## config.mk

```make
export PLATFORM = sky130hd
export DESIGN_NAME = issue_ctrl
export DESIGN_NICKNAME = d
export VERILOG_FILES = /design/src/common/rf_types_pkg.sv /design/src/common/rf_pipe_pkg.sv /design/src/design/issue_ctrl.sv
export VERILOG_INCLUDE_DIRS = /design/src /design/src/common
export SDC_FILE = /design/constraint.sdc
export NUM_CORES = 1
export LEC_CHECK = 0
export BUFFER_PORTS_ARGS = -buffer_cell sky130_fd_sc_hd__buf_2
export CAP_MARGIN = 20
export CORE_UTILIZATION = 33
export CTS_CLUSTER_SIZE = 40
export DETAILED_ROUTE_END_ITERATION = 12
export GPL_ROUTABILITY_DRIVEN = 0
export MAX_ROUTING_LAYER = met4
export SYNTH_ARGS = -nofsm -noshare
export SYNTH_HDL_FRONTEND = slang
export SYNTH_SLANG_ARGS = --single-unit
```

## constraint.sdc

```tcl
create_clock -name clk -period 2.75 [get_ports clk]
set_input_delay 0.55 -clock clk [delete_from_list [all_inputs] [get_ports clk]]
set_output_delay 0.55 -clock clk [all_outputs]
set_load 0.02 [all_outputs]
```

## src/common/rf_defs.svh

```systemverilog
`ifndef RF_DEFS_SVH
`define RF_DEFS_SVH

//////////////////////////////////////////////////////////////////////
// Register file sizing

// Physical registers, register 0 hardwired to zero
`define RF_NUM_PHYS_REGS 64

// Source operand ports
`define RF_READ_PORTS 2

//////////////////////////////////////////////////////////////////////
// Write-back

// Group 0 is the ALU, group 1 the multiplier
`define RF_NUM_WB_GROUPS 2

// Issue cycle to commit cycle for group 1
`define RF_MUL_LATENCY 3

`endif

```

## src/common/rf_types_pkg.sv

```systemverilog
`include "rf_defs.svh"

package rf_types_pkg;

    //////////////////////////////////////////////////////////////////////
    // Data path widths

    // Physical register index
    typedef logic [$clog2(`RF_NUM_PHYS_REGS)-1:0] phys_addr_t;

    // Register contents
    typedef logic [31:0] data_t;

    // LOADI immediate, zero-extended on use
    typedef logic [15:0] imm_t;

    // Write-back group id
    // 0 for the ALU, 1 for the multiplier
    typedef logic [$clog2(`RF_NUM_WB_GROUPS)-1:0] wb_group_t;

    //////////////////////////////////////////////////////////////////////
    // Issue control

    // Wait for the in-use sweep, then issue
    typedef enum logic {
        INIT,
        RUN
    } issue_state_t;

endpackage

```

## src/common/rf_pipe_pkg.sv

```systemverilog
package rf_pipe_pkg;

    //////////////////////////////////////////////////////////////////////
    // Instruction format

    // MUL goes to group 1, all others to the ALU
    typedef enum logic [1:0] {
        LOADI = 2'd0,
        ADD   = 2'd1,
        XOR   = 2'd2,
        MUL   = 2'd3
    } op_t;

    // 36 bits in total
    typedef struct packed {
        op_t                      op;
        rf_types_pkg::phys_addr_t rd;
        rf_types_pkg::phys_addr_t rs1;
        rf_types_pkg::phys_addr_t rs2;
        rf_types_pkg::imm_t       imm;
    } inst_t;

    //////////////////////////////////////////////////////////////////////
    // Write-back

    // One per group, writes the bank at the next edge
    // 39 bits in total
    typedef struct packed {
        logic                     valid;
        rf_types_pkg::phys_addr_t phys_addr;
        rf_types_pkg::data_t      data;
    } commit_t;

endpackage

```

## src/design/issue_ctrl.sv

```systemverilog
`include "rf_defs.svh"

module issue_ctrl (
    input  logic                      clk,
    input  logic                      reset,
    input  logic                      inst_valid,
    input  rf_pipe_pkg::inst_t        inst,
    input  logic                      init_done,
    input  logic                      rs_inuse [`RF_READ_PORTS],
    input  logic                      rd_inuse,
    output logic                      ready,
    output logic                      stall,
    output logic                      issue_alu,
    output logic                      issue_mul,
    output rf_types_pkg::phys_addr_t  rs_addr [`RF_READ_PORTS],
    output rf_types_pkg::phys_addr_t  rd_addr,
    output rf_types_pkg::wb_group_t   rs_group [`RF_READ_PORTS],
    output rf_types_pkg::wb_group_t   rd_group,
    output logic                      set_inuse
);
    rf_types_pkg::issue_state_t state;
    rf_types_pkg::wb_group_t    group_table [`RF_NUM_PHYS_REGS];
    logic                       reads_rs;
    logic                       hazard;
    logic                       issue;

    //////////////////////////////////////////////////////////////////////
    // Start-up
    // Held in INIT while the in-use memory is swept clear
    always_ff @(posedge clk) begin
        if (reset) begin
            state <= rf_types_pkg::INIT;
        end else if (state == rf_types_pkg::INIT && init_done) begin
            state <= rf_types_pkg::RUN;
        end
    end

    assign ready = (state == rf_types_pkg::RUN);

    //////////////////////////////////////////////////////////////////////
    // Hazard check

    // LOADI has no sources
    assign reads_rs = (inst.op != rf_pipe_pkg::LOADI);
    // Pending source, or a pending write to the same rd
    assign hazard = (reads_rs && (rs_inuse[0] || rs_inuse[1])) || rd_inuse;
    // Only meaningful once the sweep is done
    assign stall = inst_valid && ready && hazard;

    assign issue = inst_valid && ready && !stall;
    assign issue_mul = issue && (inst.op == rf_pipe_pkg::MUL);
    assign issue_alu = issue && (inst.op != rf_pipe_pkg::MUL);

    // Register 0 never goes pending
    assign set_inuse = issue_mul && (inst.rd != '0);

    //////////////////////////////////////////////////////////////////////
    // Register addressing and group table
    assign rs_addr[0] = inst.rs1;
    assign rs_addr[1] = inst.rs2;
    assign rd_addr = inst.rd;

    assign rd_group = (inst.op == rf_pipe_pkg::MUL) ? 1'b1 : 1'b0;

    // Bank that last wrote each register
    always_ff @(posedge clk) begin
        if (reset) begin
            for (int r = 0; r < `RF_NUM_PHYS_REGS; r++) begin
                group_table[r] <= '0;
            end
        end else if (issue) begin
            group_table[inst.rd] <= rd_group;
        end
    end

    always_comb begin
        for (int i = 0; i < `RF_READ_PORTS; i++) begin
            rs_group[i] = group_table[rs_addr[i]];
        end
    end

endmodule

```

; ---- After elaboration in Yosys (flattened, before gate mapping)
; Memory sizes are Yosys's and may differ from the RTL's.
; Cells that the tools add are included.
[totals]
reg_bits = 1
ramBits = 64
out_inout_bits = 26
elab_cells = 28
mem_count = 1
[mem_list]
columns = name, depth, width, read_ports, rd_clocked_by_memory_dff, wr, line
row1 = group_table, 64, 1, 2, 0, 64, issue_ctrl.sv:22  ; rf_types_pkg::wb_group_t group_table [`RF_NUM_PHYS_REGS];
[op_classes]
eq_ne = 2
n_mux = 9
bitwise_logic = 1
reduce_logical = 14
[ops]
columns = op, n
row1 = 1-bit logical AND, 8
row2 = 1-bit 2-to-1 mux, 8
row3 = 6-bit 2-to-1 mux, 1
row4 = 6-bit nonzero test, 1
row5 = "2-bit == test, second input constant", 1
row6 = 1-bit logical OR, 2
row7 = "2-bit != test, second input constant", 1
row8 = 2-bit nonzero test, 1
row9 = 1-bit logical NOT, 1
row10 = 1-bit inverter, 1
row11 = 1-bit OR reduction, 1

; ---- Longest topological paths before layout
[depth]
depth_word = 11
ltp_mapped = 7

; ---- Worst setup path after synthesis
; Ideal clock, no wire load.
[synth_timing]
path_kind = input to output
start = in inst[23] in the netlist's numbering
end = out rs_group[1] in the netlist's numbering
t_arrival_ns = 2.287
setup_slack_ns = -0.087
path_stages = 4
path_cell_list = buf_2 mux4_2 mux4_2 mux4_2
[synth_lines]
columns = item, line
row1 = from (decl), issue_ctrl.sv:7  ; input rf_pipe_pkg::inst_t inst,
row2 = to (decl), issue_ctrl.sv:17  ; output rf_types_pkg::wb_group_t rs_group [`RF_READ_PORTS],

==> results_dict.tcl <==
set metrics [dict create \
    outcome "finished, violations left" \
    violations "negative setup slack" \
    finalHoldViolations 0 \
    syn-instance-count 357 \
    synthTopCellsByArea "edfxtp_1 (46%), mux4_2 (19%), o21bai_1 (11%)" \
    wirelength_um 10600 \
    chipWidth_um 115 \
    ys_ff_latch 65 \
    fin_skew_ns 0.00573 \
    fp.dieH_um 115 \
    syn_avg_cell_area_um2 11.7 \
    p_leak_nw 1.67 \
    post_dp_cell_area_um2 4610 \
    max_slew.worst_pin.slew_ns 0.672 \
    avgRoutedWirePerCell_um 18.8 \
    period_minus_slack_ns 2.94 \
    layout.nets 435 \
    rows 40 \
    setup_tns_ns -0.191 \
    routed_via_density 5.41 \
    switching_power_w 0.000595 \
    cap_violations 0 \
    busiest_layer "met2" \
    clk_pin_slew_ns 0.05 \
    fmax_mhz 340 \
    swShare_pct 23.0 \
    numCtsBuffers 9 \
    cp.arrival_ns 2.39 \
    clock_sinks 65 \
    critPathCaptureType "output pin" \
    met3_usage_pct 2.86 \
    drc 0 \
    worstHoldPathCells 2 \
    relSlewSlack_pct 55.1 \
    antenna_left 0 \
    cts_max_path_buffers 2 \
    p_clk_share_pct 41.7 \
    htree_levels 3 \
    yosys_warnings 0 \
    final_area_um2 4960 \
    pwr-share-comb_pct 14.2 \
    gr-usage-met2_pct 27.3 \
    rsz0062_at_grt "yes" \
    peakVddDrop_uv 300 \
    startpoint "inst[22]" \
    dieArea_um2 13200 \
    cts-root-buf "clkbuf_16" \
    grt_max_degree 65 \
    cts_hold_buffers 0 \
    syn_nets 400 \
    met1_usage_pct 24.7 \
    final_max_slew_viol_count 0 \
    drive_above_1_share_pct 34.8 \
    seq_area_frac_synth_pct 46.3 \
    final_common_cell "nor2_1" \
    reg2reg_slack_ns 0.76 \
    start_util_pct 34.3 \
    final_cell_mix "nor2_1 (73), edfxtp_1 (64), o21bai_1 (62), buf_2 (46), mux4_2 (36)" \
    p_int_w 0.00199 \
    utilization_pct 40.6 \
    fill_cells 1189 \
    fin_hold_ws_ns 0.428 \
    critPathCapture "rs_group[1]" \
    antenna_found_initial 0 \
    worst_ep_required_time_ns 2.20 \
    grt_pass1_wl_um 16700 \
    synth.distinct_cells 34 \
    power_frac_seq_pct 44.1 \
    clock_latency_ns 0.32 \
    vias 3054 \
    cp-start-kind "input pin" \
    post-dp-hpwl_um 7480 \
    ios 69 \
    grt_pass1_vias 2991 \
    pre_cts_slack_ns -0.285 \
    area_delta_synth_final_pct 18.4 \
    core_area_um2 12200 \
    crit_type "in2out" \
    timing.rr.start "ready" \
    grt_overflow 0 \
    rr_worst_depth 5 \
    yosys.area.top_type "edfxtp_1" \
    hold_class "in2reg" \
    setup_viol 1 \
    cts_tree "built" \
    fin_crit_sh_pct 107 \
    timing.final.ws_setup_ns -0.191 \
    track_usage_pct 17.9 \
    r2r_end "group_table[59]" \
    num_antenna_cells 0 \
    io_buffer_count 52 \
    netlist_area_um2 4190 \
    synth.top_cell.area_share_pct 45.9 \
    path_max_fanout 8 \
    drt_iter0_drc 234 \
    cts_setup_buffers 0 \
    power.density_nw_per_um2 522 \
    drt_pass1_iterations 5 \
]
==> timing repair <==
action	4_1_cts	5_1_grt
pin swaps	2	3
resized for setup	17	3
endpoints found under the setup margin	2	2
==> power groups by stage <==
stage	clock [W]	combinational [W]	sequential [W]
CTS	0.00109	0.000370	0.00114
detailed placement	0	0.000352	0.00116
finish	0.00108	0.000369	0.00114
global route	0.00113	0.000396	0.00114
floorplan	0	0.000253	0.00115
global placement	0	0.000345	0.00116
==> state kept, by name, summed over array words and instances, names as in the netlist <==
| signal | count |
|---|---|
| group_table | 64 |
| ready | 1 |
==> critical path, stage by stage <==
cell and delay [ns]:
buf_8 0.08, buf_12 0.13, mux4_2 0.51, mux4_2 0.48, mux4_2 0.48, buf_6 0.15
==> per-stage QoR <==
step                instances  total power (W)
finish                    564          0.00259
CTS                       564          0.00260
detailed placement        549          0.00151
floorplan                 357          0.00140
global route              564          0.00267
global placement          549          0.00150
==> Yosys cell counts, drive strengths merged <==
master,n
edfxtp,64
o22ai,2
o22a,1
and2,1
nor3,2
buf,25
nor2b,6
and3,1
nand3b,4
a31oi,1
nor2,73
o21bai,62
clkbuf,30
inv,4
nand2,10
or3b,2
mux4,36
nor3b,1
a2111oi,2
nand2b,7
o21a,1
mux2i,3
nand4,2
dfxtp,1
o21ai,2
or3,1
a21oi,2
a31o,2
a311oi,1
nand3,6
mux2,2
==> worst min-delay path by stage <==
stage,startpoint,to,slack (ns)
after floorplan,ready,ready,0.58
after global placement,ready,ready,0.50
after detailed placement,ready,ready,0.52
after CTS,reset,ready,0.42
after global routing,reset,ready,0.43
final,reset,ready,0.43
==> area by class of cell <==
| type | instances | area [µm²] | area share (%) |
|---|---|---|---|
| multi-input cells | 233 | 1980 | 39.9 |
| well taps | 168 | 210 | 4.24 |
| flip-flops and latches | 65 | 1940 | 39.2 |
| clock inverters | 5 | 47.5 | 0.959 |
| repair buffers | 79 | 538 | 10.8 |
| inverters | 4 | 15.0 | 0.303 |
| clock buffers | 10 | 229 | 4.62 |
==> per-layer routing <==
layer | routed length (µm) | vias up
met5 | 0 | -
met4 | 113 | 0
met3 | 970 | 12
met2 | 4960 | 154
met1 | 4580 | 1499
li1 | - | 1389
==> logic make-up (layout without fill, tap and decap cells) <==
kind of cell,Yosys count,after routing,synth area share [%]
and+or+nand+nor,116,116,12.4
AOI/OAI and AO/OA,76,76,13.5
DFF,65,65,46.3
buffers and inverters,59,98,7.20
muxes,41,41,20.6
No activity file was read; power rests on OpenSTA's default activity.
