<file path="config.mk">
export PLATFORM = sky130hd
export DESIGN_NAME = alu_unit
export DESIGN_NICKNAME = d
export VERILOG_FILES = /design/src/common/rf_types_pkg.sv /design/src/common/rf_pipe_pkg.sv /design/src/design/alu_unit.sv
export VERILOG_INCLUDE_DIRS = /design/src /design/src/common
export SDC_FILE = /design/constraint.sdc
export NUM_CORES = 1
export LEC_CHECK = 0
export BUFFER_PORTS_ARGS = -buffer_cell sky130_fd_sc_hd__buf_2
export CAP_MARGIN = 20
export CORE_ASPECT_RATIO = 0.6
export CORE_MARGIN = 4
export CORE_UTILIZATION = 35
export DETAILED_ROUTE_END_ITERATION = 6
export GPL_ROUTABILITY_DRIVEN = 0
export PLACE_DENSITY_LB_ADDON = 0.12
export SYNTH_ARGS = -nofsm -noshare
export SYNTH_HDL_FRONTEND = slang
export SYNTH_SLANG_ARGS = --single-unit
</file>
<file path="constraint.sdc">
create_clock -name vclk -period 8.6
set_clock_uncertainty 0.1 [all_clocks]
set_input_delay 2.58 -clock vclk [all_inputs]
set_output_delay 2.58 -clock vclk [all_outputs]
set_load 0.01 [all_outputs]
</file>
<file path="src/common/rf_defs.svh">
`ifndef RF_DEFS_SVH
`define RF_DEFS_SVH

//////////////////////////////////////////////////////////////////////
// Register file sizing

// Physical registers, register 0 hardwired to zero
`define RF_NUM_PHYS_REGS 64

// Source operand ports
`define RF_READ_PORTS 2

//////////////////////////////////////////////////////////////////////
// Write-back

// Group 0 is the ALU, group 1 the multiplier
`define RF_NUM_WB_GROUPS 2

// Issue cycle to commit cycle for group 1
`define RF_MUL_LATENCY 3

`endif

</file>
<file path="src/common/rf_types_pkg.sv">
`include "rf_defs.svh"

package rf_types_pkg;

    //////////////////////////////////////////////////////////////////////
    // Data path widths

    // Physical register index
    typedef logic [$clog2(`RF_NUM_PHYS_REGS)-1:0] phys_addr_t;

    // Register contents
    typedef logic [31:0] data_t;

    // LOADI immediate, zero-extended on use
    typedef logic [15:0] imm_t;

    // Write-back group id
    // 0 for the ALU, 1 for the multiplier
    typedef logic [$clog2(`RF_NUM_WB_GROUPS)-1:0] wb_group_t;

    //////////////////////////////////////////////////////////////////////
    // Issue control

    // Wait for the in-use sweep, then issue
    typedef enum logic {
        INIT,
        RUN
    } issue_state_t;

endpackage

</file>
<file path="src/common/rf_pipe_pkg.sv">
package rf_pipe_pkg;

    //////////////////////////////////////////////////////////////////////
    // Instruction format

    // MUL goes to group 1, all others to the ALU
    typedef enum logic [1:0] {
        LOADI = 2'd0,
        ADD   = 2'd1,
        XOR   = 2'd2,
        MUL   = 2'd3
    } op_t;

    // 36 bits in total
    typedef struct packed {
        op_t                      op;
        rf_types_pkg::phys_addr_t rd;
        rf_types_pkg::phys_addr_t rs1;
        rf_types_pkg::phys_addr_t rs2;
        rf_types_pkg::imm_t       imm;
    } inst_t;

    //////////////////////////////////////////////////////////////////////
    // Write-back

    // One per group, writes the bank at the next edge
    // 39 bits in total
    typedef struct packed {
        logic                     valid;
        rf_types_pkg::phys_addr_t phys_addr;
        rf_types_pkg::data_t      data;
    } commit_t;

endpackage

</file>
<file path="src/design/alu_unit.sv">
`include "rf_defs.svh"

module alu_unit (
    input  logic                  issue,
    input  rf_pipe_pkg::inst_t    inst,
    input  rf_types_pkg::data_t   rs_data [`RF_READ_PORTS],
    output rf_pipe_pkg::commit_t  commit
);
    rf_types_pkg::data_t result;

    // Single cycle, result commits in the issue cycle
    always_comb begin
        case (inst.op)
            // Zero-extend the immediate
            rf_pipe_pkg::LOADI: result = {16'h0000, inst.imm};
            rf_pipe_pkg::ADD:   result = rs_data[0] + rs_data[1];
            rf_pipe_pkg::XOR:   result = rs_data[0] ^ rs_data[1];
            // MUL never issues here
            default:            result = '0;
        endcase
    end

    // Writes to register 0 dropped
    assign commit.valid = issue && (inst.rd != '0);
    assign commit.phys_addr = inst.rd;
    assign commit.data = result;

endmodule

</file>
After elaboration in Yosys (flattened, before gate mapping)
Index checks and enable logic that the tools add are counted.
{"block": "totals", "in_bits": 101, "wordCells": 8, "ff_bits": 0}
{"block": "classes", "muxes": 1, "eq_ne": 2, "reduce_logical": 3, "addsub": 1, "bitwise_logic": 1}
{"operator": "one-hot mux 32 bit (3 select lines)", "n": 1}
{"operator": "adder 32 bit", "n": 1}
{"operator": "bitwise XOR 32 bit", "n": 1}
{"operator": "nonzero test 6 bit", "n": 1}
{"operator": "== test 2 x 1 -> 1 bit, second input constant", "n": 1}
{"operator": "== test 2 bit, second input constant", "n": 1}
{"operator": "zero test 2 bit", "n": 1}
{"operator": "logical AND 1 bit", "n": 1}

Logic depth before layout (Yosys ltp)
Gate-level depths: netlist of the first run.
{"block": "depth", "depth_word": 2, "ltp_mapped": 10, "mapped_depth_nobuf": 10}

Worst setup path before layout of the first run
Ideal clock, no wire load.
{"block": "synth_timing", "path_type": "input to output", "start": "input rs_data[0] (netlist name)", "end": "output commit[30] (netlist name)", "cell_stages": 10, "arrival_time_ps": 4432, "slack_ps": 1488, "n_path_buf": 0, "cell_sequence": "ha_1 -> inv_1 -> fa_1 -> nand2b_1 -> a21o_1 -> a21oi_1 -> o2111ai_1 -> a31oi_1 -> a21oi_1 -> o211ai_1"}
{"item": "from (decl)", "line": "alu_unit.sv:6", "text": "input rf_types_pkg::data_t rs_data [`RF_READ_PORTS],"}
{"item": "to (decl)", "line": "alu_unit.sv:7", "text": "output rf_pipe_pkg::commit_t commit"}

==> results of run 1 <==
==> per-stage QoR <==
stage,power (mW),hold WS [ns],instance area (µm²),utilization [%]
floorplan,0.145,5.15,2440,-
finish,0.223,5.25,3110,46.2
global placement,0.216,5.25,3110,46.2
detailed placement,0.219,5.26,3110,46.2
global route,0.247,5.26,3110,46.2
CTS,0.220,5.26,3110,46.2
==> power by group through the flow <==
| stage | logic, mW | clock network [mW] | registers [mW] |
|---|---|---|---|
| floorplan | 0.145 | 0 | 0 |
| global placement | 0.216 | 0 | 0 |
| detailed placement | 0.219 | 0 | 0 |
| CTS | 0.220 | 0 | 0 |
| global route | 0.247 | 0 | 0 |
| finish | 0.223 | 0 | 0 |
==> layout make-up <==
cell class	instances	share of cell area [%]
Inverter	26	3.14
Multi-Input combinational cell	333	71.8
Timing Repair Buffer	132	21.6
Tap cell	87	3.50
==> layout by cell type (no fill, tap or decap), types with 3 or more instances in the layout <==
cell and count:
a211o_1 4, a211oi_1 3, a21o_1 12, a21oi_1 44
a31oi_1 10, buf_2 128, buf_4 4, ha_1 31
inv_1 25, mux2i_1 8, nand2_1 44, nand2b_1 8
nand3_1 11, nand4_1 7, nor2_1 24, nor2b_1 7
nor3_1 7, o211ai_1 4, o21a_1 3, o21ai_0 20
o21ai_1 11, o21bai_1 4, o221ai_1 3, o22ai_1 9
o2bb2ai_1 3, o31ai_1 3, or3_1 5
==> metal layers <==
| metal | vias up | part of all wire, % | wire (µm) | GRT usage, % |
|---|---|---|---|---|
| li1 | 1650 | - | - | - |
| met1 | 1507 | 53 | 5050 | 37.1 |
| met2 | 157 | 37 | 3510 | 30.0 |
| met3 | 2 | 9.9 | 944 | 2.24 |
| met4 | 0 | 0.20 | 19 | 0.386 |
| met5 | - | 0 | 0 | 0 |
==> worst paths after layout <==
| path | to | cells after the start | slack [ns] |
|---|---|---|---|
| min | commit[34] | 2 | 5.25 |
| max | commit[30] | 12 | 0.89 |
==> critical path, delay by kind of cell <==
family / cells / cell delay (ns)
buffers and inverters: 3 / 0.30
and+or+nand+nor: 1 / 0.18
adders and majority gates: 2 / 0.57
AOI/OAI and AO/OA: 6 / 1.41
==> cells by family after synthesis <==
group	synth area share, %
AO/OA/AOI/OAI	44.3
AND/OR/NAND/NOR	25.9
buffers and inverters	8.70
adder cells (fa/ha/maj)	16.7
multiplexers	3.28
XOR/XNOR	1.08
==> cell usage after synthesis (all sizes together) (2+ instances only) <==
cell     count  area share (%)
o221ai       3             1.1
a211o        4             1.4
o22ai        9             2.3
nor3         7             1.4
a211oi       4             1.4
nand4        7             1.8
nor4         3             1.0
nand2b       8             2.0
o21a         3            0.92
o2111ai      2            0.72
a31o         2            0.72
a22oi        2            0.61
mux2i        8             3.3
nor2        25             3.9
xnor2        2            0.72
clkbuf      12             1.8
or2          3            0.77
o311ai       2            0.72
o21bai       5             2.0
o21ai       33             7.4
a22o         2            0.72
or3          5             1.3
o2bb2ai      3             1.1
inv         25             3.8
nand3       11             2.3
a21o        13             4.0
and3         3            0.97
o211ai       4             1.2
buf         11             2.9
nand2       46             7.3
a311oi       2            0.72
ha          31              16
a31oi       10             2.6
o31ai        3            0.92
and2         2            0.51
a21boi       2            0.61
a21oi       46             9.7
nor2b        7             1.8
==> impl_metrics.py, run 1 <==
metrics = {
    "outcome": {
        "status": "finished clean",
    },
    "power": {
        "leakagePower_nw": 1.56,
        "power_frac_clock_pct": 0,
        "irDropWorstVdd_v": 0.0000366,
        "pwr-share-comb_pct": 100.0,
        "switchingPower_mw": 0.133,
        "p_int_mw": 0.0892,
        "powerDensity_mw_per_mm2": 71.6,
        "power_frac_seq_pct": 0,
        "switching_share_pct": 59.9,
    },
    "route": {
        "drcViolationCount": 0,
        "drtIter0Drc": 275,
        "wire_per_inst_um": 16.5,
        "ant_nets": 0,
        "drt_wl_total_um": 9520,
        "vias": 3316,
        "drt-pass1-iter-count": 5,
        "avgViaCountPerCell": 5.74,
    },
    "global_route": {
        "grt_pass1_wl_um": 15200,
        "grt_pass1_vias": 3050,
        "grt_overflow": 0,
        "antenna_found_initial": 0,
        "grt_usage_pct": 21.8,
        "grt_max_degree": 19,
    },
    "sta": {
        "worstMarginPinSlew_ns": 0.751,
        "final_hold_viol_count": 0,
        "grt_setup_unrepaired": "false",
        "drv_slew": 0,
        "setup_slack_ns": 0.887,
        "setup_viol": 0,
        "finalCriticalPeriod_ns": 7.71,
        "tns_ns": 0,
        "period_share_pct": 89.7,
        "slew_headroom_pct": 49.8,
        "fmax_ghz": 0.130,
    },
    "layout": {
        "fin_cells": 578,
        "syn_to_final_growth_pct": 27.2,
        "nFillCells": 727,
        "drive_above_1_share_pct": 30.5,
        "seq_cell_count": 0,
        "antenna_cells": 0,
        "seq_area_um2": 0,
        "fin_nets": 626,
        "multi_input_comb_area_mm2": 0.00223,
        "clkbuf_count": 0,
    },
    "die": {
        "row_count": 23,
        "core-area_mm2": 0.00673,
        "dieArea_mm2": 0.00843,
        "start_util_pct": 36.3,
        "fp.dieW_um": 116,
        "ios": 140,
        "die_height_um": 72.7,
    },
    "logic_synthesis": {
        "synth.cell_area_mm2": 0.00244,
        "synth_nets": 515,
        "avgSynthCellArea_um2": 6.40,
        "ys_warn_count": 0,
        "yosysSeqAreaShare_pct": 0,
        "syn_inst": 382,
        "synth.distinct_cells": 64,
    },
    "critical_path": {
        "cp-start-kind": "primary input",
        "crit_fanout": 4,
        "end_kind": "output pin",
        "critPathSlowestCell": "a31oi_1",
        "critical_path_class": "in -> out",
        "critPathLaunch": "rs_data[0]",
        "cp.required_ns": 5.92,
        "crit_chain": "buf_2, ha_1, inv_1, fa_1, nand2b_1, a21o_1, a21oi_1, o2111ai_1, a31oi_1, a21oi_1, o211ai_1, buf_2",
        "cp.arrival_ns": 5.03,
        "max_stage_delay_ns": 0.47,
    },
    "place": {
        "post-place-ws_ns": 0.935,
        "dp_hpwl_um": 8060,
        "numPlacedInstances": 578,
        "io_buffers": 128,
    },
    "clock_network": {
        "post_cts_resized": 0,
        "cts_hold_buf": 0,
        "postCtsSetupBuffers": 0,
    },
    "hold_path": {
        "worstHoldStart": "inst[30]",
        "hold_path_class": "in -> out",
    },
    "flow_run": {
        "drv_cap": 0,
    },
}
Note: power is estimated with default switching activity, not from simulation.
==> run 2: changes to the inputs <==
- PLACE_DENSITY_LB_ADDON: 0.12 -> 0.2
==> run 2 against run 1 <==
  * Final area unchanged
  * Non-clock buffer count unchanged
  * Global-route usage down 0.28 points
  * First-iteration DRC count up 35%
  * Power up 0.14%
  * Flip-flop and latch count unchanged
  * Wire length up 1.5%
  * Via count up 0.97%
  * Combinational power about the same
  * Hold slack better by 0.0018 ns
  * Die area unchanged
  * Final cell count unchanged
  * Highest routed layer unchanged
==> impl_metrics.py, run 2 (same netlist as run 1, synthesis figures left out) <==
metrics = {
    "die": {
        "core-area_mm2": 0.00673,
        "die_height_um": 72.7,
        "row_count": 23,
        "dieArea_mm2": 0.00843,
        "fp.dieW_um": 116,
        "start_util_pct": 36.3,
        "ios": 140,
    },
    "sta": {
        "grt_setup_unrepaired": "false",
        "fmax_ghz": 0.131,
        "slew_headroom_pct": 34.5,
        "period_share_pct": 88.7,
        "drv_slew": 0,
        "worstMarginPinSlew_ns": 0.980,
        "tns_ns": 0,
        "finalCriticalPeriod_ns": 7.63,
        "setup_viol": 0,
        "final_hold_viol_count": 0,
    },
    "layout": {
        "antenna_cells": 0,
        "seq_area_um2": 0,
        "postLayoutCellArea_mm2": 0.00311,
        "layout_commonest_cell": "buf_2",
        "seq_cell_count": 0,
        "clkbuf_count": 0,
        "drive_above_1_share_pct": 30.5,
        "fin_util_pct": 46.2,
        "fin_nets": 626,
        "syn_to_final_growth_pct": 27.2,
        "final_cell_mix": "buf_2 (128), nand2_1 (44), a21oi_1 (44)",
    },
    "global_route": {
        "antenna_found_initial": 0,
        "grt_overflow": 0,
        "grt_pass1_vias": 3063,
        "grt_max_degree": 27,
        "grt_usage_pct": 21.5,
        "grt_pass1_wl_um": 14900,
    },
    "clock_network": {
        "postCtsSetupBuffers": 0,
        "cts_hold_buf": 0,
        "post_cts_resized": 0,
    },
    "outcome": {
        "status": "finished clean",
    },
    "critical_path": {
        "cp.arrival_ns": 4.95,
        "cp.required_ns": 5.92,
        "critical_path_class": "in -> out",
        "end_kind": "output pin",
        "crit_fanout": 4,
        "cp-start-kind": "primary input",
    },
    "route": {
        "drtIter0Drc": 370,
        "met1_length_um": 4980,
        "wl_met3_um": 965,
        "drcViolationCount": 0,
        "vias": 3348,
        "ant_nets": 0,
        "drt-pass1-iter-count": 5,
        "wire_per_inst_um": 16.7,
        "top_layer_used": "met4",
        "drt_wl_total_um": 9670,
        "wl_met2_um": 3670,
        "avgViaCountPerCell": 5.79,
    },
    "power": {
        "powerDensity_mw_per_mm2": 71.7,
        "leakagePower_nw": 1.56,
        "power_mw": 0.223,
        "irDropWorstVdd_v": 0.0000326,
    },
    "place": {
        "dp_hpwl_um": 8050,
        "place_area_mm2": 0.00311,
        "io_buffers": 128,
    },
    "flow_run": {
        "drv_cap": 0,
    },
    "hold_path": {
        "hold_path_class": "in -> out",
    },
}
[run 2: routing by layer]
metal	GRT usage, %	vias to the layer above
met5	0	-
met4	2.19	0
met3	1.82	6
met2	30.2	161
met1	35.7	1529
li1	-	1652
[run 2: report_power, final]
part | leakage (nW) | internal (mW) | total [mW] | switching, mW
clock | 0 | 0 | 0 | 0
combinational | 1.56 | 0.0893 | 0.223 | 0.134
sequential | 0 | 0 | 0 | 0
total | 1.56 | 0.0893 | 0.223 | 0.134
[run 2: final timing paths]
path                    from         end  slack (ns)  depth (start not counted)
setup / recovery  rs_data[0]  commit[30]        0.97                         12
hold / removal      inst[30]  commit[34]        5.26                          2
[run 2: critical path, stage by stage]
cell and delay [ns]:
buf_2 0.08, ha_1 0.16, inv_1 0.06, fa_1 0.41, nand2b_1 0.19, a21o_1 0.21
a21oi_1 0.17, o2111ai_1 0.20, a31oi_1 0.43, a21oi_1 0.13, o211ai_1 0.17, buf_2 0.16
[run 2: layout make-up]
cell class         instances  area (µm²)
fillers                  745        3630
inverters                 26        97.6
multi-input cells        333        2230
well taps                 87         109
repair buffers           132         671
[run 2: through the flow]
step	hold slack (ns)	setup slack, ns	std cells
floorplan	5.15	1.49	382
global placement	5.25	1.01	578
detailed placement	5.26	0.950	578
CTS	5.26	0.939	578
global route	5.27	0.788	578
finish	5.26	0.970	578
