--- src/common/rf_defs.svh ---
`ifndef RF_DEFS_SVH
`define RF_DEFS_SVH

//////////////////////////////////////////////////////////////////////
// Register file sizing

// Physical registers, register 0 hardwired to zero
`define RF_NUM_PHYS_REGS 64

// Source operand ports
`define RF_READ_PORTS 2

//////////////////////////////////////////////////////////////////////
// Write-back

// Group 0 is the ALU, group 1 the multiplier
`define RF_NUM_WB_GROUPS 2

// Issue cycle to commit cycle for group 1
`define RF_MUL_LATENCY 3

`endif

--- src/common/rf_types_pkg.sv ---
`include "rf_defs.svh"

package rf_types_pkg;

    //////////////////////////////////////////////////////////////////////
    // Data path widths

    // Physical register index
    typedef logic [$clog2(`RF_NUM_PHYS_REGS)-1:0] phys_addr_t;

    // Register contents
    typedef logic [31:0] data_t;

    // LOADI immediate, zero-extended on use
    typedef logic [15:0] imm_t;

    // Write-back group id
    // 0 for the ALU, 1 for the multiplier
    typedef logic [$clog2(`RF_NUM_WB_GROUPS)-1:0] wb_group_t;

    //////////////////////////////////////////////////////////////////////
    // Issue control

    // Wait for the in-use sweep, then issue
    typedef enum logic {
        INIT,
        RUN
    } issue_state_t;

endpackage

--- src/common/rf_pipe_pkg.sv ---
package rf_pipe_pkg;

    //////////////////////////////////////////////////////////////////////
    // Instruction format

    // MUL goes to group 1, all others to the ALU
    typedef enum logic [1:0] {
        LOADI = 2'd0,
        ADD   = 2'd1,
        XOR   = 2'd2,
        MUL   = 2'd3
    } op_t;

    // 36 bits in total
    typedef struct packed {
        op_t                      op;
        rf_types_pkg::phys_addr_t rd;
        rf_types_pkg::phys_addr_t rs1;
        rf_types_pkg::phys_addr_t rs2;
        rf_types_pkg::imm_t       imm;
    } inst_t;

    //////////////////////////////////////////////////////////////////////
    // Write-back

    // One per group, writes the bank at the next edge
    // 39 bits in total
    typedef struct packed {
        logic                     valid;
        rf_types_pkg::phys_addr_t phys_addr;
        rf_types_pkg::data_t      data;
    } commit_t;

endpackage

--- src/design/mul_unit.sv ---
`include "rf_defs.svh"

module mul_unit (
    input  logic                      clk,
    input  logic                      reset,
    input  logic                      issue,
    input  rf_types_pkg::phys_addr_t  rd,
    input  rf_types_pkg::data_t       rs_data [`RF_READ_PORTS],
    output rf_pipe_pkg::commit_t      commit
);
    // Operand stage plus product and output stages
    localparam int PIPE_DEPTH = `RF_MUL_LATENCY - 1;

    logic                     op_valid;
    rf_types_pkg::phys_addr_t op_rd;
    rf_types_pkg::data_t      op_a;
    rf_types_pkg::data_t      op_b;
    logic                     pipe_valid [PIPE_DEPTH];
    rf_types_pkg::phys_addr_t pipe_rd [PIPE_DEPTH];
    rf_types_pkg::data_t      pipe_data [PIPE_DEPTH];

    //////////////////////////////////////////////////////////////////////
    // Valid chain
    always_ff @(posedge clk) begin
        if (reset) begin
            op_valid <= 1'b0;
            for (int k = 0; k < PIPE_DEPTH; k++) begin
                pipe_valid[k] <= 1'b0;
            end
        end else begin
            // rd of zero gives no commit
            op_valid <= issue && (rd != '0);
            pipe_valid[0] <= op_valid;
            for (int k = 1; k < PIPE_DEPTH; k++) begin
                pipe_valid[k] <= pipe_valid[k-1];
            end
        end
    end

    //////////////////////////////////////////////////////////////////////
    // Data path
    always_ff @(posedge clk) begin
        op_rd <= rd;
        op_a <= rs_data[0];
        op_b <= rs_data[1];
        // Low 32 bits of the product only
        pipe_rd[0] <= op_rd;
        pipe_data[0] <= op_a * op_b;
        for (int k = 1; k < PIPE_DEPTH; k++) begin
            pipe_rd[k] <= pipe_rd[k-1];
            pipe_data[k] <= pipe_data[k-1];
        end
    end

    assign commit.valid = pipe_valid[PIPE_DEPTH-1];
    assign commit.phys_addr = pipe_rd[PIPE_DEPTH-1];
    assign commit.data = pipe_data[PIPE_DEPTH-1];

endmodule

--- config.mk ---
export PLATFORM = sky130hd
export DESIGN_NAME = mul_unit
export DESIGN_NICKNAME = d
export VERILOG_FILES = /design/src/common/rf_types_pkg.sv /design/src/common/rf_pipe_pkg.sv /design/src/design/mul_unit.sv
export VERILOG_INCLUDE_DIRS = /design/src /design/src/common
export SDC_FILE = /design/constraint.sdc
export NUM_CORES = 1
export LEC_CHECK = 0
export BUFFER_PORTS_ARGS = -buffer_cell sky130_fd_sc_hd__buf_2
export CAP_MARGIN = 20
export CELL_PAD_IN_SITES_DETAIL_PLACEMENT = 1
export CELL_PAD_IN_SITES_GLOBAL_PLACEMENT = 2
export CORE_ASPECT_RATIO = 0.9
export CORE_MARGIN = 2
export CORE_UTILIZATION = 45
export CTS_BUF_LIST = sky130_fd_sc_hd__clkbuf_8
export CTS_CLUSTER_DIAMETER = 200
export DETAILED_ROUTE_END_ITERATION = 8
export GPL_TIMING_DRIVEN = 0
export PLACE_DENSITY = 0.85
export SKIP_CTS_REPAIR_TIMING = 1
export SLEW_MARGIN = 20
export SYNTH_ARGS = -nofsm -noshare
export SYNTH_HDL_FRONTEND = slang
export SYNTH_SLANG_ARGS = --single-unit
--- constraint.sdc ---
create_clock -name clk -period 12.08 [get_ports clk]
set_input_delay 1.812 -clock clk [delete_from_list [all_inputs] [get_ports clk]]
set_output_delay 1.812 -clock clk [all_outputs]
set_load 0.05 [all_outputs]
# After elaboration in Yosys (flattened, before gate mapping)
# Memories as Yosys holds them, arrays and structs flattened.
# Index checks and enable logic that the tools add are counted.
dict set report word_totals {
  ff_bits 71
  latch_bits 0
  ramBits 78
  mem_bits_ro 0
  mem_count 3
}
dict set report op_classes {
  add_sub_neg 0
  multipliers 1
  div 0
  n_lt_le_gt_ge 0
  n_eq_ne 0
  n_shift 0
  mux 5
  bitwise 2
  reduce_logical 2
}
# memory depth width rd rd_ports_with_merged_regs wr line_no
set mem_list {}
lappend mem_list {pipe_data 2 32 2 0 2 mul_unit.sv:20} ;# rf_types_pkg::data_t pipe_data [PIPE_DEPTH];
lappend mem_list {pipe_rd 2 6 2 0 2 mul_unit.sv:19} ;# rf_types_pkg::phys_addr_t pipe_rd [PIPE_DEPTH];
lappend mem_list {pipe_valid 2 1 2 0 2 mul_unit.sv:18} ;# logic pipe_valid [PIPE_DEPTH];
# cell n
set op_table {}
lappend op_table {{32-bit by 32-bit multiplier with 32-bit output} 1}
lappend op_table {{6-bit nonzero test} 1}
lappend op_table {{1-bit two-way mux} 5}
lappend op_table {{1-bit bitwise OR} 2}
lappend op_table {{1-bit logical AND} 1}

# Depth between registers and ports, before layout
# Gate-level depths: netlist (run 1).
dict set report logic_depth {
  ltp_word 3
  depth_mapped 27
  mapped_depth_nobuf 24
}

# Worst setup path before layout (run 1)
# OpenSTA, ideal clock, no wires.
dict set report synth_path {
  kind {flip-flop to flip-flop}
  startpoint {reg op_b[3]}
  endpoint {mem pipe_data[0][29] (netlist bit)}
  setup_ps 127
  arrival_time_ps 6370
  path_slack_ps 5583
  stages_incl_launch_ff 24
  path_buffers 2
  period_less_slack_ps 6497
  cell_sequence {dfxtp_1 -> clkbuf_1 -> clkbuf_1 -> and2_1 -> fa_1 -> inv_1 -> fa_1 -> fa_1 -> fa_1 -> inv_1 -> fa_1 -> inv_1 -> fa_1 -> inv_1 -> fa_1 -> fa_1 -> ha_1 -> nand2_1 -> nor2_1 -> a221oi_1 -> nand2_1 -> a211oi_1 -> o21ai_0 -> xor2_1}
}
# element line_no
set synth_lines {}
lappend synth_lines {{from (decl)} mul_unit.sv:17} ;# rf_types_pkg::data_t op_b;
lappend synth_lines {{from (signal assigned)} mul_unit.sv:45} ;# op_b <= rs_data[1];
lappend synth_lines {{to (decl)} mul_unit.sv:20}

==> flow_summary_export.csv, run 1 <==
group,metric,value,unit
global_routing,first_global_vias,15000,
timing,whs,0.327,ns
timing,slew_violations,0,
critical_path,ff2ff_setup_slack,4.08,ns
critical_path,end_kind,"flip-flop",
global_routing,use_met3,7.00,%
place,routabilityCongestion,0.924,
critical_path,r2r-end,"pipe_data[0][29]",
timing,hold_viol,0,
cts,cts_buffers,17,
flow_run,maxCapViolations,0,
critical_path,critical_path_class,"flip-flop to flip-flop",
critical_path,r2r_start,"op_a[3]",
yosys,yosysWarningCount,0,
drt,via_per_inst,5.12,
timing,max_freq,125,MHz
critical_path,critPathRequiredTime,12.51,ns
yosys,synth_top_family_by_area,"adder cells",
yosys,yosysTopAreaCell,"fa_1",
floorplanning,core,41800,um2
worst_hold_path,hold_path_class,"flip-flop to flip-flop",
critical_path,worst_r2r_path_depth,21,
cells_and_area,syn2layout_area_growth,8.40,%
global_routing,grt_max_degree,17,
yosys,synth_xor_area_share,4.02,%
yosys,yosysUniqueCellTypes,37,
critical_path,crit_fanout,11,
floorplanning,num_io_pins,112,
cells_and_area,drive_gt1_share,8.97,%
timing,setup_slack,4.08,ns
global_routing,busiest_layer,"met2",
floorplanning,die-width,221,um
cts,insertion_delay,0.56,ns
status,outcome,"complete, no violations",
floorplanning,fp.dieH,199,um
yosys,synth-simple-area-share,16.6,%
global_routing,grt-ovfl-total,0,
timing,fin_skew,0.0216,ns
floorplanning,dieArea,44000,um2
drt,first_iter_violations,803,
cts,cts_sinks,149,
critical_path,setup.worst_path.start,"op_a[3]",
place,dp_hpwl,48.3,mm
yosys,ys_ff_latch,149,
cts,cts_tree,"done",
timing,rsz0062_at_grt,"no",
yosys,synth_compound_area_share,2.63,%
drt,dr.pass1.iters,6,
yosys,synth_area,19100,um2
global_routing,met1_usage,36.2,%
yosys,synth-adder-area-share,50.9,%
timing,fin_setup_tns,0,ns
drt,routed-via-count,13300,
floorplanning,start_util,45.7,%
yosys,synth.area.top_cells,"fa_1 (43%), dfxtp_1 (16%), and2_1 (12%)",
global_routing,grt_pass1_wl,89.0,mm
floorplanning,rows,71,
yosys,synth_top_area_share,42.9,%
global_routing,use_met2,44.8,%
timing,max_slew_margin,17.2,%
cts,root_buffer,"clkbuf_8",
cts,path_clk_slew,0.07,ns
cts,cts_max_path_buffers,2,
global_routing,antenna_found_initial,5,
drt,ant_nets,0,
critical_path,crit_end,"pipe_data[0][29]",
timing,worst_slew_pin_slew,1.24,ns
cts,h-tree-depth,4,
worst_hold_path,hold_path_depth,0,
timing,fin_crit,8.00,ns
timing,period_share,66.2,%
drt,post_drt_wl_per_cell,22.3,um
drt,wl,58.1,mm
drt,drcViolationCount,0,
place,numPortBuffers,111,
yosys,yosysSeqAreaShare,15.6,%
critical_path,cp.arrival,8.43,ns
yosys,synthMuxAreaShare,0,%
yosys,syn_nets,2513,
place,dp_slack,3.81,ns
global_routing,grt_usage,27.9,%
yosys,synth_area_per_cell,9.98,um2
yosys,synth_cells,1909,
cells_and_area,nets,2643,
timing,setup-violations-final,0,
critical_path,worst_setup_path_start_kind,"flip-flop",
metrics by stage:
step / cell area, um2 / util (%) / instances
after floorplan: 19100 / - / 1909
after global placement: 20300 / 48.6 / 2567
after detailed placement: 20300 / 48.6 / 2567
after CTS: 20700 / 49.5 / 2598
after global routing: 20700 / 49.5 / 2598
final: 20700 / 49.5 / 2600
worst min path at each step:
stage	from	end
finish	pipe_data[0][28]	pipe_data[0][60]
global route	pipe_data[0][31]	pipe_data[0][63]
CTS	pipe_data[0][15]	pipe_data[0][47]
detailed placement	pipe_data[0][25]	pipe_data[0][57]
global placement	pipe_data[0][24]	pipe_data[0][56]
floorplan	pipe_data[0][0]	pipe_data[0][32]
worst max-delay path: stages, from the launching register on:
cell      delay (ns)
dfxtp_1         0.33
clkbuf_1        0.89
clkbuf_2        0.62
and2_1          0.23
fa_1            0.45
fa_1            0.47
fa_1            0.50
inv_1           0.05
fa_1            0.47
inv_1           0.04
ha_1            0.27
ha_1            0.29
fa_1            0.52
fa_1            0.42
ha_1            0.38
a21oi_1         0.18
o21ai_0         0.21
a221oi_1        0.51
nand2_1         0.26
a211oi_1        0.43
o21ai_0         0.18
xor2_1          0.16
area by class of cell:
class	count	area [um2]
plain buffers	121	603
inverters	356	1340
clock inverters	13	108
clock buffers	18	248
well taps	547	684
diodes	2	5.00
repair buffers	111	556
multi-input cells	1283	14100
fillers	4768	21100
flip-flops and latches	149	2980
sequential cells by signal, summed over array words and instances (netlist names):
signal / cells
op_a: 32
pipe_rd: 12
pipe_valid: 2
op_b: 32
op_valid: 1
pipe_data: 64
op_rd: 6
synth_stat cells:
library cell / instances
or4_1: 1
xor2_1: 22
o21ai_0: 14
o21bai_1: 3
clkbuf_1: 81
and4_1: 1
o211ai_1: 2
a2111oi_0: 1
a21o_1: 10
a21boi_0: 3
a211o_1: 1
xnor2_2: 1
nand4_1: 1
xnor3_1: 1
a211oi_2: 1
and2_1: 370
clkbuf_2: 1
ha_1: 123
o21ai_1: 2
nor3_1: 1
xnor2_1: 61
a221oi_1: 2
a211oi_1: 5
a21boi_1: 1
a21oi_1: 30
nor2b_1: 5
nor3b_1: 2
fa_1: 408
dfxtp_1: 149
nor2_1: 17
nand2_1: 183
buf_4: 39
and3_1: 2
inv_1: 356
nand3_1: 3
o21a_1: 4
a31oi_1: 2
metal layers:
metal	wire length [um]	part of all wire, %
met5	27	0.046
met4	2140	3.7
met3	4460	7.7
met2	26900	46
met1	24500	42
cells by family (layout without fill, tap and decap cells):
logic type               after synthesis  count (layout)
AND/OR/NAND/NOR                      586             586
adder cells (fa/ha/maj)              531             531
buffers and inverters                477             619
flip-flops                           149             149
XOR/XNOR                              85              85
AO/OA/AOI/OAI                         81              81
other                                  0               2
cell usage in the layout, fill, tap and decap left out, types with 4 or more instances in the layout:
cell | Yosys | routed
fa_1 | 408 | 408
and2_1 | 370 | 370
inv_1 | 356 | 357
nand2_1 | 183 | 183
dfxtp_1 | 149 | 149
ha_1 | 123 | 123
buf_2 | 0 | 111
clkbuf_1 | 81 | 80
xnor2_1 | 61 | 61
buf_4 | 39 | 39
a21oi_1 | 30 | 30
xor2_1 | 22 | 22
clkbuf_8 | 0 | 18
nor2_1 | 17 | 17
o21ai_0 | 14 | 14
a21o_1 | 10 | 10
nor2b_1 | 5 | 5
a211oi_1 | 5 | 5
clkinv_2 | 0 | 5
o21a_1 | 4 | 4
Power of run 1 is left out: the tool's default activity adds up to more than one toggle a clock period on the data nets, which glitch-free logic cannot reach.
==> run 2: changes to the inputs <==
--- a/config.mk
+++ b/config.mk
@@ -12,12 +12,12 @@
 export CELL_PAD_IN_SITES_GLOBAL_PLACEMENT = 2
 export CORE_ASPECT_RATIO = 0.9
 export CORE_MARGIN = 2
-export CORE_UTILIZATION = 45
+export CORE_UTILIZATION = 38
 export CTS_BUF_LIST = sky130_fd_sc_hd__clkbuf_8
 export CTS_CLUSTER_DIAMETER = 200
 export DETAILED_ROUTE_END_ITERATION = 8
 export GPL_TIMING_DRIVEN = 0
-export PLACE_DENSITY = 0.85
+export PLACE_DENSITY = 0.76
 export SKIP_CTS_REPAIR_TIMING = 1
 export SLEW_MARGIN = 20
 export SYNTH_ARGS = -nofsm -noshare
==> constraint.sdc (replaced) <==
create_clock -name clk -period 7 [get_ports clk]
set_input_delay 1.05 -clock clk [delete_from_list [all_inputs] [get_ports clk]]
set_output_delay 1.05 -clock clk [all_outputs]
set_load 0.05 [all_outputs]
==> run 2 against run 1 <==
Critical path depth fell by 1. Critical path type unchanged. Core utilization shrank 6.5 points. Largest cell class unchanged. First-iteration DRC count down 21%.
==> flow_summary_export.csv, run 2 (synthesis gave the netlist of run 1 again) <==
group,metric,value,unit
drt,via_per_inst,4.78,
floorplanning,core,49300,um2
timing,period_share,97.3,%
cells_and_area,nets,2644,
cts,cts_buffers,17,
critical_path,cp_num_buf_inv,3,
drt,routed-via-count,13000,
timing,max_slew_margin,59.7,%
status,outcome,"complete, no violations",
timing,setup_slack,0.191,ns
cts,cts_sinks,149,
cts,insertion_delay,0.55,ns
floorplanning,dieArea,52000,um2
drt,wl,59.9,mm
cts,root_buffer,"clkbuf_8",
cells_and_area,fin_area,21200,um2
global_routing,grt_usage,24.3,%
place,numPortBuffers,111,
critical_path,crit_path_frequent_cell,"fa_1",
place,routabilityCongestion,0.899,
drt,drcViolationCount,0,
floorplanning,num_io_pins,112,
drt,first_iter_violations,637,
critical_path,crit_chain,"clkbuf_2, and2_1, fa_1, inv_1, fa_1, fa_1, fa_1, fa_1, fa_1, fa_1, fa_1, inv_1, ha_1, a21o_1, a21o_1, a21oi_2, nand2_1, a221oi_2, nor2_1, xor2_1",
critical_path,cp_top_family,"adder cells",
cells_and_area,largest_reg_flops,64,
global_routing,grt_pass1_wl,91.0,mm
cells_and_area,nFillCells,5693,
global_routing,grt_max_degree,17,
flow_run,maxCapViolations,0,
timing,max_freq,147,MHz
cells_and_area,regMostFlops,"pipe_data",
global_routing,antenna_found_initial,7,
global_routing,grt-ovfl-total,0,
timing,whs,0.330,ns
cells_and_area,layout_top_registers,"pipe_data (64), op_a (32), op_b (32)",
cells_and_area,syn2layout_area_growth,11.3,%
floorplanning,die-width,240,um
drt,post_drt_wl_per_cell,22.0,um
cells_and_area,drive_gt1_share,14.7,%
place,dp_hpwl,49.6,mm
critical_path,cp_slowest_cell,"fa_1",
cts,h-tree-depth,4,
critical_path,crit_path_max_incr_delay,0.59,ns
critical_path,cp.arrival,7.23,ns
timing,slew_violations,0,
cells_and_area,layout_common_cells,"fa_1 (407), and2_1 (369), inv_1 (358)",
cts,cts_max_path_buffers,2,
cells_and_area,fin_cells,2725,
cts,path_clk_slew,0.08,ns
floorplanning,fp.dieH,216,um
critical_path,critical_path_class,"flip-flop to flip-flop",
floorplanning,rows,77,
cts,cts_tree,"done",
critical_path,worst_setup_path_start_kind,"flip-flop",
drt,ant_nets,0,
critical_path,end_kind,"flip-flop",
cells_and_area,final_common_cell,"fa_1",
drt,dr.pass1.iters,5,
timing,setup-violations-final,0,
timing,hold_viol,0,
place,place_inst,2691,
place,place_area,20500,um2
timing,worst_slew_pin_slew,0.602,ns
timing,fin_skew,0.0224,ns
critical_path,crit_fanout,10,
critical_path,critPathRequiredTime,7.42,ns
worst_hold_path,hold_path_class,"flip-flop to flip-flop",
timing,fin_crit,6.81,ns
global_routing,first_global_vias,14900,
floorplanning,start_util,38.6,%
place,dp_slack,-1.32,ns
[run 2: changes by cell type in the layout (fill, tap and decap cells not counted), sizes merged]
cell / before / now
clkbuf: 100 / 84
clkinv: 6 / 5
inv: 359 / 361
diode: 2 / 1
buf: 150 / 167
[run 2: metrics by stage]
stage	TNS, ns	util (%)
floorplan	0	-
global placement	-12.94	41.5
detailed placement	-15.77	41.5
CTS	-16.32	42.2
global route	-0.0259	43.0
finish	0	43.0
[run 2: final cells by class]
class	instances	area [um2]	area share [%]
flip-flops and latches	149	3030	14.3
inverters	356	1340	6.30
well taps	671	840	3.96
plain buffers	118	778	3.67
clock inverters	14	131	0.619
multi-input cells	1283	14300	67.2
diodes	1	2.50	0.0118
repair buffers	115	586	2.76
clock buffers	18	248	1.17
[run 2: metal layers]
metal | wire length [um] | track usage [%] | vias up
li1 | - | - | 5789
met1 | 27000 | 33.0 | 6859
met2 | 27700 | 38.5 | 311
met3 | 3530 | 5.29 | 69
met4 | 1700 | 8.43 | 2
met5 | 12 | 0 | -
[run 2: path summary, 6_finish.rpt]
kind,start,to,slack [ns],cells past startpoint
max reg2reg,op_b[8],pipe_data[0][30],0.19,20
max,op_b[8],pipe_data[0][30],0.19,20
min,pipe_data[0][0],pipe_data[0][32],0.33,0
min reg2reg,pipe_data[0][0],pipe_data[0][32],0.33,0
[run 2: worst register-to-register path, delay by kind of cell (launching register included)]
kind | cells | cell delay (ns)
xor gates and xnor gates | 1 | 0.14
buffers and inverters | 3 | 0.42
AOI/OAI and AO/OA | 4 | 0.76
adders and majority gates | 9 | 4.55
and+or+nand+nor | 3 | 0.42
DFF | 1 | 0.41
Power of run 2 is left out for the same reason.
==> run 3: changes to the inputs <==
--- a/config.mk
+++ b/config.mk
@@ -13,10 +13,11 @@
 export CORE_ASPECT_RATIO = 0.9
 export CORE_MARGIN = 2
 export CORE_UTILIZATION = 38
-export CTS_BUF_LIST = sky130_fd_sc_hd__clkbuf_8
+export CTS_BUF_LIST = sky130_fd_sc_hd__clkbuf_4
 export CTS_CLUSTER_DIAMETER = 200
 export DETAILED_ROUTE_END_ITERATION = 8
 export GPL_TIMING_DRIVEN = 0
+export MAX_ROUTING_LAYER = met4
 export PLACE_DENSITY = 0.76
 export SKIP_CTS_REPAIR_TIMING = 1
 export SLEW_MARGIN = 20
==> run 3 against run 2 <==
Sequential share of layout area increased by 0.092 points. Maximum frequency increased by 0.42%. Design area decreased by 0.55%. Core utilization decreased by 0.24 points. Die area unchanged. Register-to-register slack improved by 0.03 ns. Count of clock-buffer cells in the layout increased by 1. Critical path depth increased by 3.
==> flow_summary_export.csv, run 3 (synthesis gave the netlist of run 1 again) <==
group,metric,value,unit
status,outcome,"complete, no violations",
timing,max_slew_margin,59.5,%
critical_path,crit_path_frequent_cell,"fa_1",
timing,fin_skew,0.0283,ns
critical_path,cp_num_buf_inv,6,
cts,cts_tree,"done",
critical_path,crit_fanout,10,
cells_and_area,drive_gt1_share,14.7,%
drt,dr.pass1.iters,4,
drt,post_drt_wl_per_cell,21.9,um
critical_path,setup.worst_path.start,"op_b[8]",
cts,cts_buffers,17,
cts,insertion_delay,0.72,ns
critical_path,cp.arrival,7.38,ns
cts,h-tree-depth,4,
place,routabilityCongestion,0.915,
cells_and_area,fin_area,21100,um2
critical_path,worst_setup_path_start_kind,"flip-flop",
place,dp_hpwl,49.6,mm
global_routing,grt_usage,25.1,%
floorplanning,die-width,240,um
critical_path,crit_chain,"clkbuf_4, nand2_1, fa_1, inv_1, fa_1, inv_1, fa_1, inv_1, fa_1, fa_1, inv_1, fa_1, fa_1, fa_1, inv_1, ha_1, a21o_1, a21o_1, a21oi_2, nand2_1, a221oi_2, nor2_1, xor2_1",
worst_hold_path,worstHoldStart,"pipe_data[0][0]",
cells_and_area,nets,2644,
critical_path,cp_top_family,"adder cells",
cells_and_area,regMostFlops,"pipe_data",
floorplanning,dieArea,52000,um2
timing,max_freq,147,MHz
global_routing,first_global_vias,14900,
floorplanning,fp.dieH,216,um
drt,wl,59.8,mm
floorplanning,core,49300,um2
cts,cts_max_path_buffers,2,
drt,first_iter_violations,738,
global_routing,grt_pass1_wl,91.1,mm
cts,cts_sinks,149,
critical_path,end_kind,"flip-flop",
cells_and_area,syn2layout_area_growth,10.6,%
critical_path,worst_r2r_path_depth,23,
place,numPortBuffers,111,
critical_path,r2r_start,"op_b[8]",
cells_and_area,nFillCells,5703,
global_routing,grt_max_degree,17,
critical_path,critPathRequiredTime,7.59,ns
timing,hold_viol,0,
critical_path,r2r-end,"pipe_data[0][30]",
cts,path_clk_slew,0.13,ns
timing,slew_violations,0,
timing,setup-violations-final,0,
timing,fin_crit,6.78,ns
floorplanning,rows,77,
global_routing,grt-ovfl-total,0,
cells_and_area,layout_top_registers,"pipe_data (64), op_a (32), op_b (32)",
cells_and_area,layout_common_cells,"fa_1 (407), and2_1 (369), inv_1 (356)",
timing,worst_slew_pin_slew,0.605,ns
worst_hold_path,hold_path_depth,0,
flow_run,maxCapViolations,0,
worst_hold_path,hold_end,"pipe_data[0][32]",
place,place_area,20500,um2
drt,via_per_inst,4.79,
critical_path,crit_path_max_incr_delay,0.59,ns
drt,routed-via-count,13100,
drt,drcViolationCount,0,
floorplanning,start_util,38.6,%
cells_and_area,largest_reg_flops,64,
cts,root_buffer,"clkbuf_4",
timing,period_share,96.9,%
floorplanning,num_io_pins,112,
critical_path,ff2ff_setup_slack,0.22,ns
worst_hold_path,hold_path_class,"flip-flop to flip-flop",
cells_and_area,post-route-util,42.8,%
cells_and_area,final_common_cell,"fa_1",
drt,ant_nets,0,
critical_path,critical_path_class,"flip-flop to flip-flop",
global_routing,antenna_found_initial,9,
critical_path,cp_slowest_cell,"fa_1",
## run 3: cell types whose count changed in the layout (fill, tap and decap cells not counted), sizes merged
cell    delta
buf        +3
clkbuf     -2
diode      +2
inv        -2
clkinv     +1
## run 3: final cells by class
class / count / area, um2 / share of cell area (%)
Timing Repair Buffer: 115 / 586 / 2.78
Sequential cell: 149 / 3030 / 14.4
Clock inverter: 13 / 128 / 0.605
Buffer: 118 / 769 / 3.65
Clock buffer: 19 / 143 / 0.676
Tap cell: 671 / 840 / 3.98
Multi-Input combinational cell: 1283 / 14300 / 67.6
Antenna cell: 3 / 7.51 / 0.0356
Inverter: 356 / 1340 / 6.34
## run 3: how the worst max path moves through the flow
stage | cells after the start | end | slack [ns]
after floorplan | 23 | pipe_data[0][29] | 0.50
after global placement | 21 | pipe_data[0][29] | -1.22
after detailed placement | 22 | pipe_data[0][29] | -1.32
after CTS | 22 | pipe_data[0][29] | -1.33
after global routing | 23 | pipe_data[0][25] | -0.02
final | 23 | pipe_data[0][30] | 0.22
## run 3: per-stage QoR
| step | TNS (ns) | hold WS, ns | setup WS [ns] | instances |
|---|---|---|---|---|
| after floorplan | 0 | 0.310 | 0.503 | 1909 |
| after global placement | -12.94 | 0.310 | -1.22 | 2691 |
| after detailed placement | -15.77 | 0.313 | -1.32 | 2691 |
| after CTS | -16.48 | 0.254 | -1.33 | 2723 |
| after global routing | -0.0614 | 0.325 | -0.0231 | 2727 |
| final | 0 | 0.335 | 0.219 | 2727 |
## run 3: per-layer routing
layer	up-vias	GRT usage, %	part of all wire [%]
met1	6871	33.2	45
met4	0	8.18	2.9
met5	-	-	0
met2	344	38.7	46
met3	65	5.13	6.2
li1	5793	-	-
Power of run 3 is left out for the same reason.
